===== src/verilog/lcd_pkg.sv =====
// display side of the bridge
// pixel, display byte and st7789 command codes
package lcd_pkg;

  // pixel coordinate
  typedef logic [15:0] coord_t;

  // rgb565 color
  typedef logic [15:0] color_t;

  // one plot request, 48 bits
  typedef struct packed {
    coord_t x;
    coord_t y;
    color_t color;
  } pixel_t;

  // one byte on the display link
  // dc low for command, high for data
  typedef struct packed {
    logic       dc;
    logic [7:0] data;
  } lcd_byte_t;

  // column address set
  localparam logic [7:0] lcd_caset = 8'h2A;
  // row address set
  localparam logic [7:0] lcd_raset = 8'h2B;
  // memory write
  localparam logic [7:0] lcd_ramwr = 8'h2C;

  // caset + 4, raset + 4, ramwr + 2
  localparam int plot_len = 13;

endpackage


===== src/verilog/host_pkg.sv =====
// host side of the bridge
// register access types and register map
package host_pkg;

  // register address and data byte
  typedef logic [7:0] reg_addr_t;
  typedef logic [7:0] reg_byte_t;

  // one register access, slave to register file
  typedef struct packed {
    logic      wr;
    logic      rd;
    reg_addr_t addr;
    reg_byte_t wdata;
  } reg_bus_t;

  // pixel registers, high byte first
  localparam reg_addr_t reg_x_hi     = 8'd0;
  localparam reg_addr_t reg_x_lo     = 8'd1;
  localparam reg_addr_t reg_y_hi     = 8'd2;
  localparam reg_addr_t reg_y_lo     = 8'd3;
  localparam reg_addr_t reg_color_hi = 8'd4;
  localparam reg_addr_t reg_color_lo = 8'd5;
  // any write here requests a plot
  localparam reg_addr_t reg_plot     = 8'd6;

  // command byte mask, bit 0 set means read
  localparam reg_byte_t cmd_read = 8'h01;

endpackage

===== src/verilog/lcd_bridge_top.sv =====
`timescale 1ns/1ps

// host spi to st7789 pixel bridge
// host writes x, y, color into registers 0 to 5, then writes register 6
module lcd_bridge_top
  import host_pkg::*, lcd_pkg::*;
#(
  parameter int addr_bytes  = 1,
  parameter int lcd_clk_div = 4
)
(
  input  logic clk,
  input  logic reset,
  input  logic spi_csn,
  input  logic spi_clk,
  input  logic spi_mosi,
  output logic spi_miso,
  output logic lcd_clk,
  output logic lcd_mosi,
  output logic lcd_dc,
  output logic lcd_csn,
  output logic lcd_busy
);

  // slave to register file
  reg_bus_t  bus;
  reg_byte_t rdata;
  // register file to plotter
  logic      plot_req;
  pixel_t    pixel;

  spirw_slave
  #(
    .addr_bytes(addr_bytes)
  )
  spirw_slave_inst
  (
    .clk      (clk),
    .reset    (reset),
    .spi_csn  (spi_csn),
    .spi_clk  (spi_clk),
    .spi_mosi (spi_mosi),
    .rdata    (rdata),
    .spi_miso (spi_miso),
    .bus      (bus)
  );

  reg_file reg_file_inst
  (
    .clk      (clk),
    .reset    (reset),
    .bus      (bus),
    .busy     (lcd_busy),
    .rdata    (rdata),
    .plot_req (plot_req),
    .pixel    (pixel)
  );

  lcd_pixel
  #(
    .lcd_clk_div(lcd_clk_div)
  )
  lcd_pixel_inst
  (
    .clk      (clk),
    .reset    (reset),
    .plot_req (plot_req),
    .pixel    (pixel),
    .busy     (lcd_busy),
    .lcd_clk  (lcd_clk),
    .lcd_mosi (lcd_mosi),
    .lcd_dc   (lcd_dc),
    .lcd_csn  (lcd_csn)
  );

endmodule


===== src/verilog/lcd_pixel.sv =====
`timescale 1ns/1ps

// st7789 single pixel plotter
// sends caset, raset and ramwr for one pixel, 13 bytes under one csn
// lcd_clk idles high, mosi changes on falling edge
module lcd_pixel
  import lcd_pkg::*;
#(
  // clk cycles per half period of lcd_clk
  parameter int lcd_clk_div = 4
)
(
  input  logic   clk,
  input  logic   reset,
  input  logic   plot_req,
  input  pixel_t pixel,
  output logic   busy,
  output logic   lcd_clk,
  output logic   lcd_mosi,
  output logic   lcd_dc,
  output logic   lcd_csn
);

  localparam int div_w = (lcd_clk_div > 1) ? $clog2(lcd_clk_div) : 1;

  typedef enum logic [1:0] {
    st_idle,
    st_load,
    st_shift,
    st_end
  } state_t;

  state_t           state;
  // pixel as accepted, later register writes do not reach it
  pixel_t           pix;
  lcd_byte_t        seq [plot_len];
  logic [3:0]       byte_idx;
  logic [2:0]       bit_cnt;
  logic [7:0]       shifter;
  logic [div_w-1:0] div_cnt;
  logic             div_done;

  assign div_done = (div_cnt == div_w'(lcd_clk_div - 1));

  // byte sequence of one plot
  // start and end of each window are the same pixel
  always_comb
  begin
    seq[0]  = '{dc: 1'b0, data: lcd_caset};
    seq[1]  = '{dc: 1'b1, data: pix.x[15:8]};
    seq[2]  = '{dc: 1'b1, data: pix.x[7:0]};
    seq[3]  = '{dc: 1'b1, data: pix.x[15:8]};
    seq[4]  = '{dc: 1'b1, data: pix.x[7:0]};
    seq[5]  = '{dc: 1'b0, data: lcd_raset};
    seq[6]  = '{dc: 1'b1, data: pix.y[15:8]};
    seq[7]  = '{dc: 1'b1, data: pix.y[7:0]};
    seq[8]  = '{dc: 1'b1, data: pix.y[15:8]};
    seq[9]  = '{dc: 1'b1, data: pix.y[7:0]};
    seq[10] = '{dc: 1'b0, data: lcd_ramwr};
    // one rgb565 pixel, high byte first
    seq[11] = '{dc: 1'b1, data: pix.color[15:8]};
    seq[12] = '{dc: 1'b1, data: pix.color[7:0]};
  end

  always_ff @(posedge clk)
  begin
    if (reset)
    begin
      state    <= st_idle;
      busy     <= 1'b0;
      lcd_csn  <= 1'b1;
      lcd_clk  <= 1'b1;
      lcd_mosi <= 1'b0;
      lcd_dc   <= 1'b0;
      div_cnt  <= '0;
      bit_cnt  <= '0;
      byte_idx <= '0;
    end
    else
    begin
      case (state)
        st_idle:
        begin
          lcd_clk <= 1'b1;
          if (plot_req)
          begin
            pix      <= pixel;
            busy     <= 1'b1;
            byte_idx <= '0;
            state    <= st_load;
          end
        end
        st_load:
        begin
          // dc set before the first falling edge of the byte
          shifter <= seq[byte_idx].data;
          lcd_dc  <= seq[byte_idx].dc;
          lcd_csn <= 1'b0;
          bit_cnt <= '0;
          div_cnt <= '0;
          state   <= st_shift;
        end
        st_shift:
        begin
          div_cnt <= div_done ? '0 : div_cnt + 1'b1;
          if (div_done)
          begin
            lcd_clk <= ~lcd_clk;
            if (lcd_clk)
            begin
              // falling edge, next bit out msb first
              lcd_mosi <= shifter[7];
              shifter  <= {shifter[6:0], 1'b0};
            end
            else
            begin
              // rising edge, display samples here
              bit_cnt <= bit_cnt + 3'd1;
              if (bit_cnt == 3'd7)
              begin
                if (byte_idx == 4'(plot_len - 1))
                begin
                  state <= st_end;
                end
                else
                begin
                  byte_idx <= byte_idx + 4'd1;
                  state    <= st_load;
                end
              end
            end
          end
        end
        st_end:
        begin
          // hold csn low for one half period after the last rising edge
          div_cnt <= div_done ? '0 : div_cnt + 1'b1;
          if (div_done)
          begin
            lcd_csn <= 1'b1;
            busy    <= 1'b0;
            state   <= st_idle;
          end
        end
        default:
        begin
          state <= st_idle;
        end
      endcase
    end
  end

endmodule


===== src/verilog/reg_file.sv =====
`timescale 1ns/1ps

// 256-byte register file behind the host slave
// registers 0 to 5 are mirrored into pixel
// a write to register 6 queues one plot
module reg_file
  import host_pkg::*, lcd_pkg::*;
(
  input  logic      clk,
  input  logic      reset,
  input  reg_bus_t  bus,
  input  logic      busy,
  output reg_byte_t rdata,
  output logic      plot_req,
  output pixel_t    pixel
);

  reg_byte_t mem [0:256-1];
  // plot requested but not yet taken by the plotter
  logic      pending;

  // registers read back as zero after reset
  always_ff @(posedge clk)
  begin
    if (reset)
    begin
      for (int i = 0; i < 256; i++)
      begin
        mem[i] <= '0;
      end
    end
    else if (bus.wr)
    begin
      mem[bus.addr] <= bus.wdata;
    end
  end

  // registered read, one cycle after rd
  always_ff @(posedge clk)
  begin
    if (bus.rd)
    begin
      rdata <= mem[bus.addr];
    end
  end

  // shadow of registers 0 to 5
  always_ff @(posedge clk)
  begin
    if (reset)
    begin
      pixel <= '0;
    end
    else if (bus.wr)
    begin
      case (bus.addr)
        reg_x_hi:     pixel.x[15:8]     <= bus.wdata;
        reg_x_lo:     pixel.x[7:0]      <= bus.wdata;
        reg_y_hi:     pixel.y[15:8]     <= bus.wdata;
        reg_y_lo:     pixel.y[7:0]      <= bus.wdata;
        reg_color_hi: pixel.color[15:8] <= bus.wdata;
        reg_color_lo: pixel.color[7:0]  <= bus.wdata;
        default:
        begin
        end
      endcase
    end
  end

  // plotter latches pixel in the same cycle
  assign plot_req = pending & ~busy;

  // repeated plot writes while pending merge into one
  always_ff @(posedge clk)
  begin
    if (reset)
    begin
      pending <= 1'b0;
    end
    else if (bus.wr && bus.addr == reg_plot)
    begin
      pending <= 1'b1;
    end
    else if (plot_req)
    begin
      pending <= 1'b0;
    end
  end

endmodule


===== src/verilog/spirw_slave.sv =====
`timescale 1ns/1ps

// host spi slave, mode 0
// frame is command byte, address bytes, then data bytes
// pins are oversampled in clk, so spi_clk must stay below clk/8
module spirw_slave
  import host_pkg::*;
#(
  // address bytes after the command, msb first
  parameter int addr_bytes = 1
)
(
  input  logic      clk,
  input  logic      reset,
  input  logic      spi_csn,
  input  logic      spi_clk,
  input  logic      spi_mosi,
  input  reg_byte_t rdata,
  output logic      spi_miso,
  output reg_bus_t  bus
);

  typedef enum logic [1:0] {
    st_idle,
    st_cmd,
    st_addr,
    st_data
  } state_t;

  state_t     state;
  // two-flop synchronisers, bit 1 is the usable sample
  logic [1:0] csn_sync;
  logic [1:0] sclk_sync;
  logic [1:0] mosi_sync;
  // spi_clk one cycle back, for edge detect
  logic       sclk_d;
  logic       sclk_rise;
  logic       sclk_fall;
  logic [2:0] bit_cnt;
  reg_byte_t  shift_in;
  reg_byte_t  rx_byte;
  reg_byte_t  shift_out;
  // next address to write or fetch
  reg_addr_t  addr;
  logic [7:0] addr_cnt;
  logic       is_read;
  // read data arrives the cycle after rd
  logic       rd_d;

  assign sclk_rise = sclk_sync[1] & ~sclk_d;
  assign sclk_fall = ~sclk_sync[1] & sclk_d;
  // byte as it stands including the current bit
  assign rx_byte   = {shift_in[6:0], mosi_sync[1]};

  always_ff @(posedge clk)
  begin
    if (reset)
    begin
      csn_sync  <= 2'b11;
      sclk_sync <= 2'b00;
      mosi_sync <= 2'b00;
      sclk_d    <= 1'b0;
    end
    else
    begin
      csn_sync  <= {csn_sync[0], spi_csn};
      sclk_sync <= {sclk_sync[0], spi_clk};
      mosi_sync <= {mosi_sync[0], spi_mosi};
      sclk_d    <= sclk_sync[1];
    end
  end

  always_ff @(posedge clk)
  begin
    if (reset)
    begin
      state    <= st_idle;
      bit_cnt  <= '0;
      bus.wr   <= 1'b0;
      bus.rd   <= 1'b0;
      rd_d     <= 1'b0;
      spi_miso <= 1'b0;
    end
    else
    begin
      // strobes last one cycle
      bus.wr <= 1'b0;
      bus.rd <= 1'b0;
      rd_d   <= bus.rd;
      if (csn_sync[1])
      begin
        // deselect aborts whatever frame was running
        state    <= st_idle;
        bit_cnt  <= '0;
        spi_miso <= 1'b0;
      end
      else if (state == st_idle)
      begin
        state   <= st_cmd;
        bit_cnt <= '0;
      end
      else
      begin
        // mosi in on rising spi_clk
        if (sclk_rise)
        begin
          shift_in <= rx_byte;
          bit_cnt  <= bit_cnt + 3'd1;
          if (bit_cnt == 3'd7)
          begin
            case (state)
              st_cmd:
              begin
                is_read  <= |(rx_byte & cmd_read);
                addr_cnt <= '0;
                state    <= st_addr;
              end
              st_addr:
              begin
                // only the last, least significant byte is kept
                addr     <= rx_byte;
                addr_cnt <= addr_cnt + 8'd1;
                if (addr_cnt == 8'(addr_bytes - 1))
                begin
                  state <= st_data;
                  if (is_read)
                  begin
                    // fetch first byte ahead of the data phase
                    bus.rd   <= 1'b1;
                    bus.addr <= rx_byte;
                    addr     <= rx_byte + 8'd1;
                  end
                end
              end
              st_data:
              begin
                // auto-increment, wraps at 255
                bus.addr <= addr;
                addr     <= addr + 8'd1;
                if (is_read)
                begin
                  bus.rd <= 1'b1;
                end
                else
                begin
                  bus.wr    <= 1'b1;
                  bus.wdata <= rx_byte;
                end
              end
              default:
              begin
              end
            endcase
          end
        end
        // load fetched byte, then miso out on falling spi_clk
        if (rd_d)
        begin
          shift_out <= rdata;
        end
        else if (sclk_fall && state == st_data && is_read)
        begin
          spi_miso  <= shift_out[7];
          shift_out <= {shift_out[6:0], 1'b0};
        end
      end
    end
  end

endmodule


===== config.mk =====
export PLATFORM = sky130hd
export DESIGN_NAME = lcd_bridge_top
export DESIGN_NICKNAME = d
export VERILOG_FILES = /design/src/verilog/lcd_pkg.sv /design/src/verilog/host_pkg.sv /design/src/verilog/lcd_bridge_top.sv /design/src/verilog/lcd_pixel.sv /design/src/verilog/reg_file.sv /design/src/verilog/spirw_slave.sv
export SDC_FILE = /design/constraint.sdc
export NUM_CORES = 2
export LEC_CHECK = 0
export BUFFER_PORTS_ARGS = -buffer_cell sky130_fd_sc_hd__clkbuf_2
export CAP_MARGIN = 20
export CORE_MARGIN = 10
export CORE_UTILIZATION = 43
export DETAILED_ROUTE_END_ITERATION = 10
export GPL_TIMING_DRIVEN = 1
export MAX_ROUTING_LAYER = met4
export PLACE_DENSITY_LB_ADDON = 0.2
export SYNTH_ARGS = -nofsm -noshare
export SYNTH_HDL_FRONTEND = slang
export SYNTH_HIERARCHICAL = 1
export SYNTH_SLANG_ARGS = --single-unit
export TNS_END_PERCENT = 1

===== constraint.sdc =====
create_clock -name clk -period 9.7 [get_ports clk]
set_input_delay 0.97 -clock clk [delete_from_list [all_inputs] [get_ports clk]]
set_output_delay 0.97 -clock clk [all_outputs]
set_load 0.05 [all_outputs]

==> flow_summary.json <==
{
  "initial_core_util_pct": 43.1,
  "clockBufferDepth": 3,
  "cp-start-kind": "flop",
  "std_cell_rows": 179,
  "clkTransAtPathRegs_ns": 0.06,
  "cts_buffers": 234,
  "cp-end-kind": "flop",
  "drtPass1Iterations": 5,
  "ctsHoldBuffers": 0,
  "nFillCells": 20167,
  "nets": 6462,
  "cp_data_required_time_ns": 10.24,
  "drtIter0Drc": 7206,
  "drive_gt1_share_pct": 18.1,
  "die-area_sq_mm": 0.258,
  "die_w_um": 508,
  "place_area_sq_mm": 0.105,
  "grt_pass1_wl_um": 430000,
  "grt_max_degree": 216,
  "syn_area_per_cell_sq_um": 14.9,
  "synth_commonest_cells": "edfxtp_1 (2160), and3_1 (1582), clkbuf_1 (725), mux4_2 (512), and2_1 (493)",
  "worst-path-buf-inv": 5,
  "hold_viol_final": 0,
  "clock.fmax_mhz": 195,
  "yosys_most_used_dff": "edfxtp_1",
  "yosysWarnings": 6,
  "power_density_mw_per_mm2": 184,
  "crit_family": "buffers and inverters",
  "drc": 0,
  "cp.arrival_ns": 5.66,
  "clk_latency_ns": 0.92,
  "synth_top_family_by_area": "simple AND/OR/NAND/NOR gates",
  "place_hpwl_um": 170000,
  "postCtsSetupBuffers": 0,
  "post_cts.resized_instances": 0,
  "synth_top_area_share_pct": 63.3,
  "worst-setup-path-type": "flop to flop",
  "wl_per_cell_um": 30.0,
  "core_area_sq_mm": 0.237,
  "dr_total_vias": 60617,
  "seq_area_frac_synth_pct": 64.9,
  "gp_congestion": 0.817,
  "synthAdderAreaFrac_pct": 0.208,
  "grt-ovfl-total": 0,
  "grt.total_usage_pct": 22.9,
  "yosys_register_bits": 2241,
  "route.final.wire_length_um": 295000,
  "drv_slew": 0,
  "grt_antenna_before_repair": 10,
  "ios": 11,
  "p_total_w": 0.0207,
  "p_leak_nw": 44.7,
  "timing.final.crit_period_ns": 5.12,
  "cts_sinks": 2241,
  "grt_setup_unrepaired": "no",
  "vias_per_cell": 6.17,
  "max_cap_violations": 0,
  "tightest_slew_ns": 1.32,
  "yosys-top-cells-area": "edfxtp_1 (63%), mux4_2 (11%), and3_1 (9.7%)",
  "synth_top_area_cell": "edfxtp_1",
  "htree_levels": 4,
  "path_cells": "buf_4 > buf_4 > buf_4 > nand2_1 > nor3_4 > buf_4 > buf_4 > a21o_1",
  "die_h_um": 508,
  "ctsRootBufferMaster": "clkbuf_16",
  "slew_headroom_pct": 11.2,
  "setup_viol": 0,
  "cts_tree": "built",
  "cp_slowest_stage_delay_ns": 0.70,
  "fin_setup_tns_ns": 0,
  "syn-cell-area_sq_mm": 0.102,
  "synth_compound_area_share_pct": 5.20,
  "ant_nets": 0,
  "irDropWorstVdd_mv": 0.179,
  "skew_ns": 0.0428,
  "fin_area_sq_mm": 0.113,
  "holdWs_ns": 0.262,
  "synth-edff-count": 2160,
  "grt_pass1_vias": 60064,
  "postLayoutCoreUtil_pct": 47.6,
  "cp_slowest_cell": "buf_4",
  "numPortBuffers": 10,
  "synth_cells": 6868,
  "yosysMostFrequentCell": "edfxtp_1",
  "min_path_type": "primary input to flop",
  "timing.final.crit_share_pct": 52.8,
  "synth_simple_gate_area_share_pct": 14.4,
  "status": "finished clean",
  "syn_to_final_growth_pct": 10.2,
  "cp_max_fo": 45,
  "async_flop_share_pct": 0,
  "muxShareOfSynthArea_pct": 11.7,
  "syn-num-nets": 6890,
  "synth_xor_area_share_pct": 0.171,
  "synth_cell_types": 71,
  "crit_top_cell": "buf_4"
}
layout by cell type (no fill, tap or decap), types with 26 or more instances in the layout:
cell       netlist  routed
or2_2           61      62
and3_1        1582    1579
edfxtp_1      2160    2160
nand2_1         50      49
mux4_2         512     512
mux2i_1         28      28
clkinv_1         0      45
nand3_1         29      26
clkinv_2         0      47
bufinv_16        0      35
o21bai_1        48      48
clkbuf_16        0     236
a22oi_1        257     257
and2_1         493     492
a21o_1         193     193
a21oi_1        149     148
dfxtp_1         81      81
clkbuf_1       725      39
nor2_1          97      77
buf_4           15     151
kinds of logic (layout without fill, tap and decap cells):
kind of cell,after synthesis,in the layout
AOI/OAI and AO/OA,747,747
xor gates and xnor gates,20,20
adders and majority gates,17,17
buffers and inverters,871,645
DFF,2241,2241
muxes,552,552
other,0,8
and+or+nand+nor,2420,2420
per-layer routing:
layer / vias to the layer above / global-route usage, % / wire, um
met3: 402 / 3.52 / 21600
met4: 0 / 6.22 / 7900
met5: - / - / 0
met1: 31872 / 31.8 / 125000
li1: 25870 / - / -
met2: 2473 / 35.4 / 140000
worst register-to-register path, stage by stage (launching register included):
cell,delay (ns)
edfxtp_1,0.36
buf_4,0.47
buf_4,0.70
buf_4,0.77
nand2_1,0.62
nor3_4,0.48
buf_4,0.36
buf_4,0.53
a21o_1,0.48
where the power goes:
group / leakage [nW] / total, W / switching [W] / internal, W
Clock: 3.84 / 0.00929 / 0.00388 / 0.00541
Sequential: 22.4 / 0.0110 / 0.0000999 / 0.0109
Combinational: 18.4 / 0.000453 / 0.000292 / 0.000160
Total: 44.7 / 0.0207 / 0.00427 / 0.0165
path summary, 6_finish.rpt:
| path | slack [ns] | to | cells after the start | from |
|---|---|---|---|---|
| hold reg to reg | 0.41 | spirw_slave_inst/csn_sync[1]$_SDFF_PP1_ | 1 | spirw_slave_inst/csn_sync[0]$_SDFF_PP1_ |
| setup reg to reg | 4.58 | reg_file_inst/mem[199][4]$_SDFFCE_PN0P_ | 8 | spirw_slave_inst/bus[9]$_DFFE_PP_ |
| hold / removal | 0.26 | spirw_slave_inst/csn_sync[0]$_SDFF_PP1_ | 2 | spi_csn |
| setup / recovery | 4.58 | reg_file_inst/mem[199][4]$_SDFFCE_PN0P_ | 8 | spirw_slave_inst/bus[9]$_DFFE_PP_ |
per-stage QoR:
stage	std cells	setup WS [ns]
final	9817	4.58
after floorplan	6868	6.04
after global routing	9813	4.48
after detailed placement	9366	4.70
after CTS	9804	4.68
after global placement	9358	4.19
registers in the layout, indices dropped and copies added (netlist names), 4 cells and up:
| register | count |
|---|---|
| lcd_pixel_inst/shifter | 8 |
| spirw_slave_inst/addr_cnt | 8 |
| spirw_slave_inst/bus | 18 |
| reg_file_inst/pixel | 48 |
| lcd_pixel_inst/byte_idx | 4 |
| reg_file_inst/mem | 2048 |
| spirw_slave_inst/addr | 8 |
| reg_file_inst/rdata | 8 |
| lcd_pixel_inst/pix | 48 |
| spirw_slave_inst/shift_in | 7 |
| spirw_slave_inst/shift_out | 8 |
area by class of cell:
class	instances	area [sq um]	share of cell area (%)
Sequential cell	2241	66500	58.9
Multi-Input combinational cell	3756	32800	29.1
Clock buffer	279	6110	5.41
Tap cell	3167	3960	3.51
Clock inverter	159	1790	1.58
Timing Repair Buffer	186	1660	1.47
Inverter	21	78.8	0.0698
Antenna cell	8	20.0	0.0177
(Power assumes the default switching activity.)
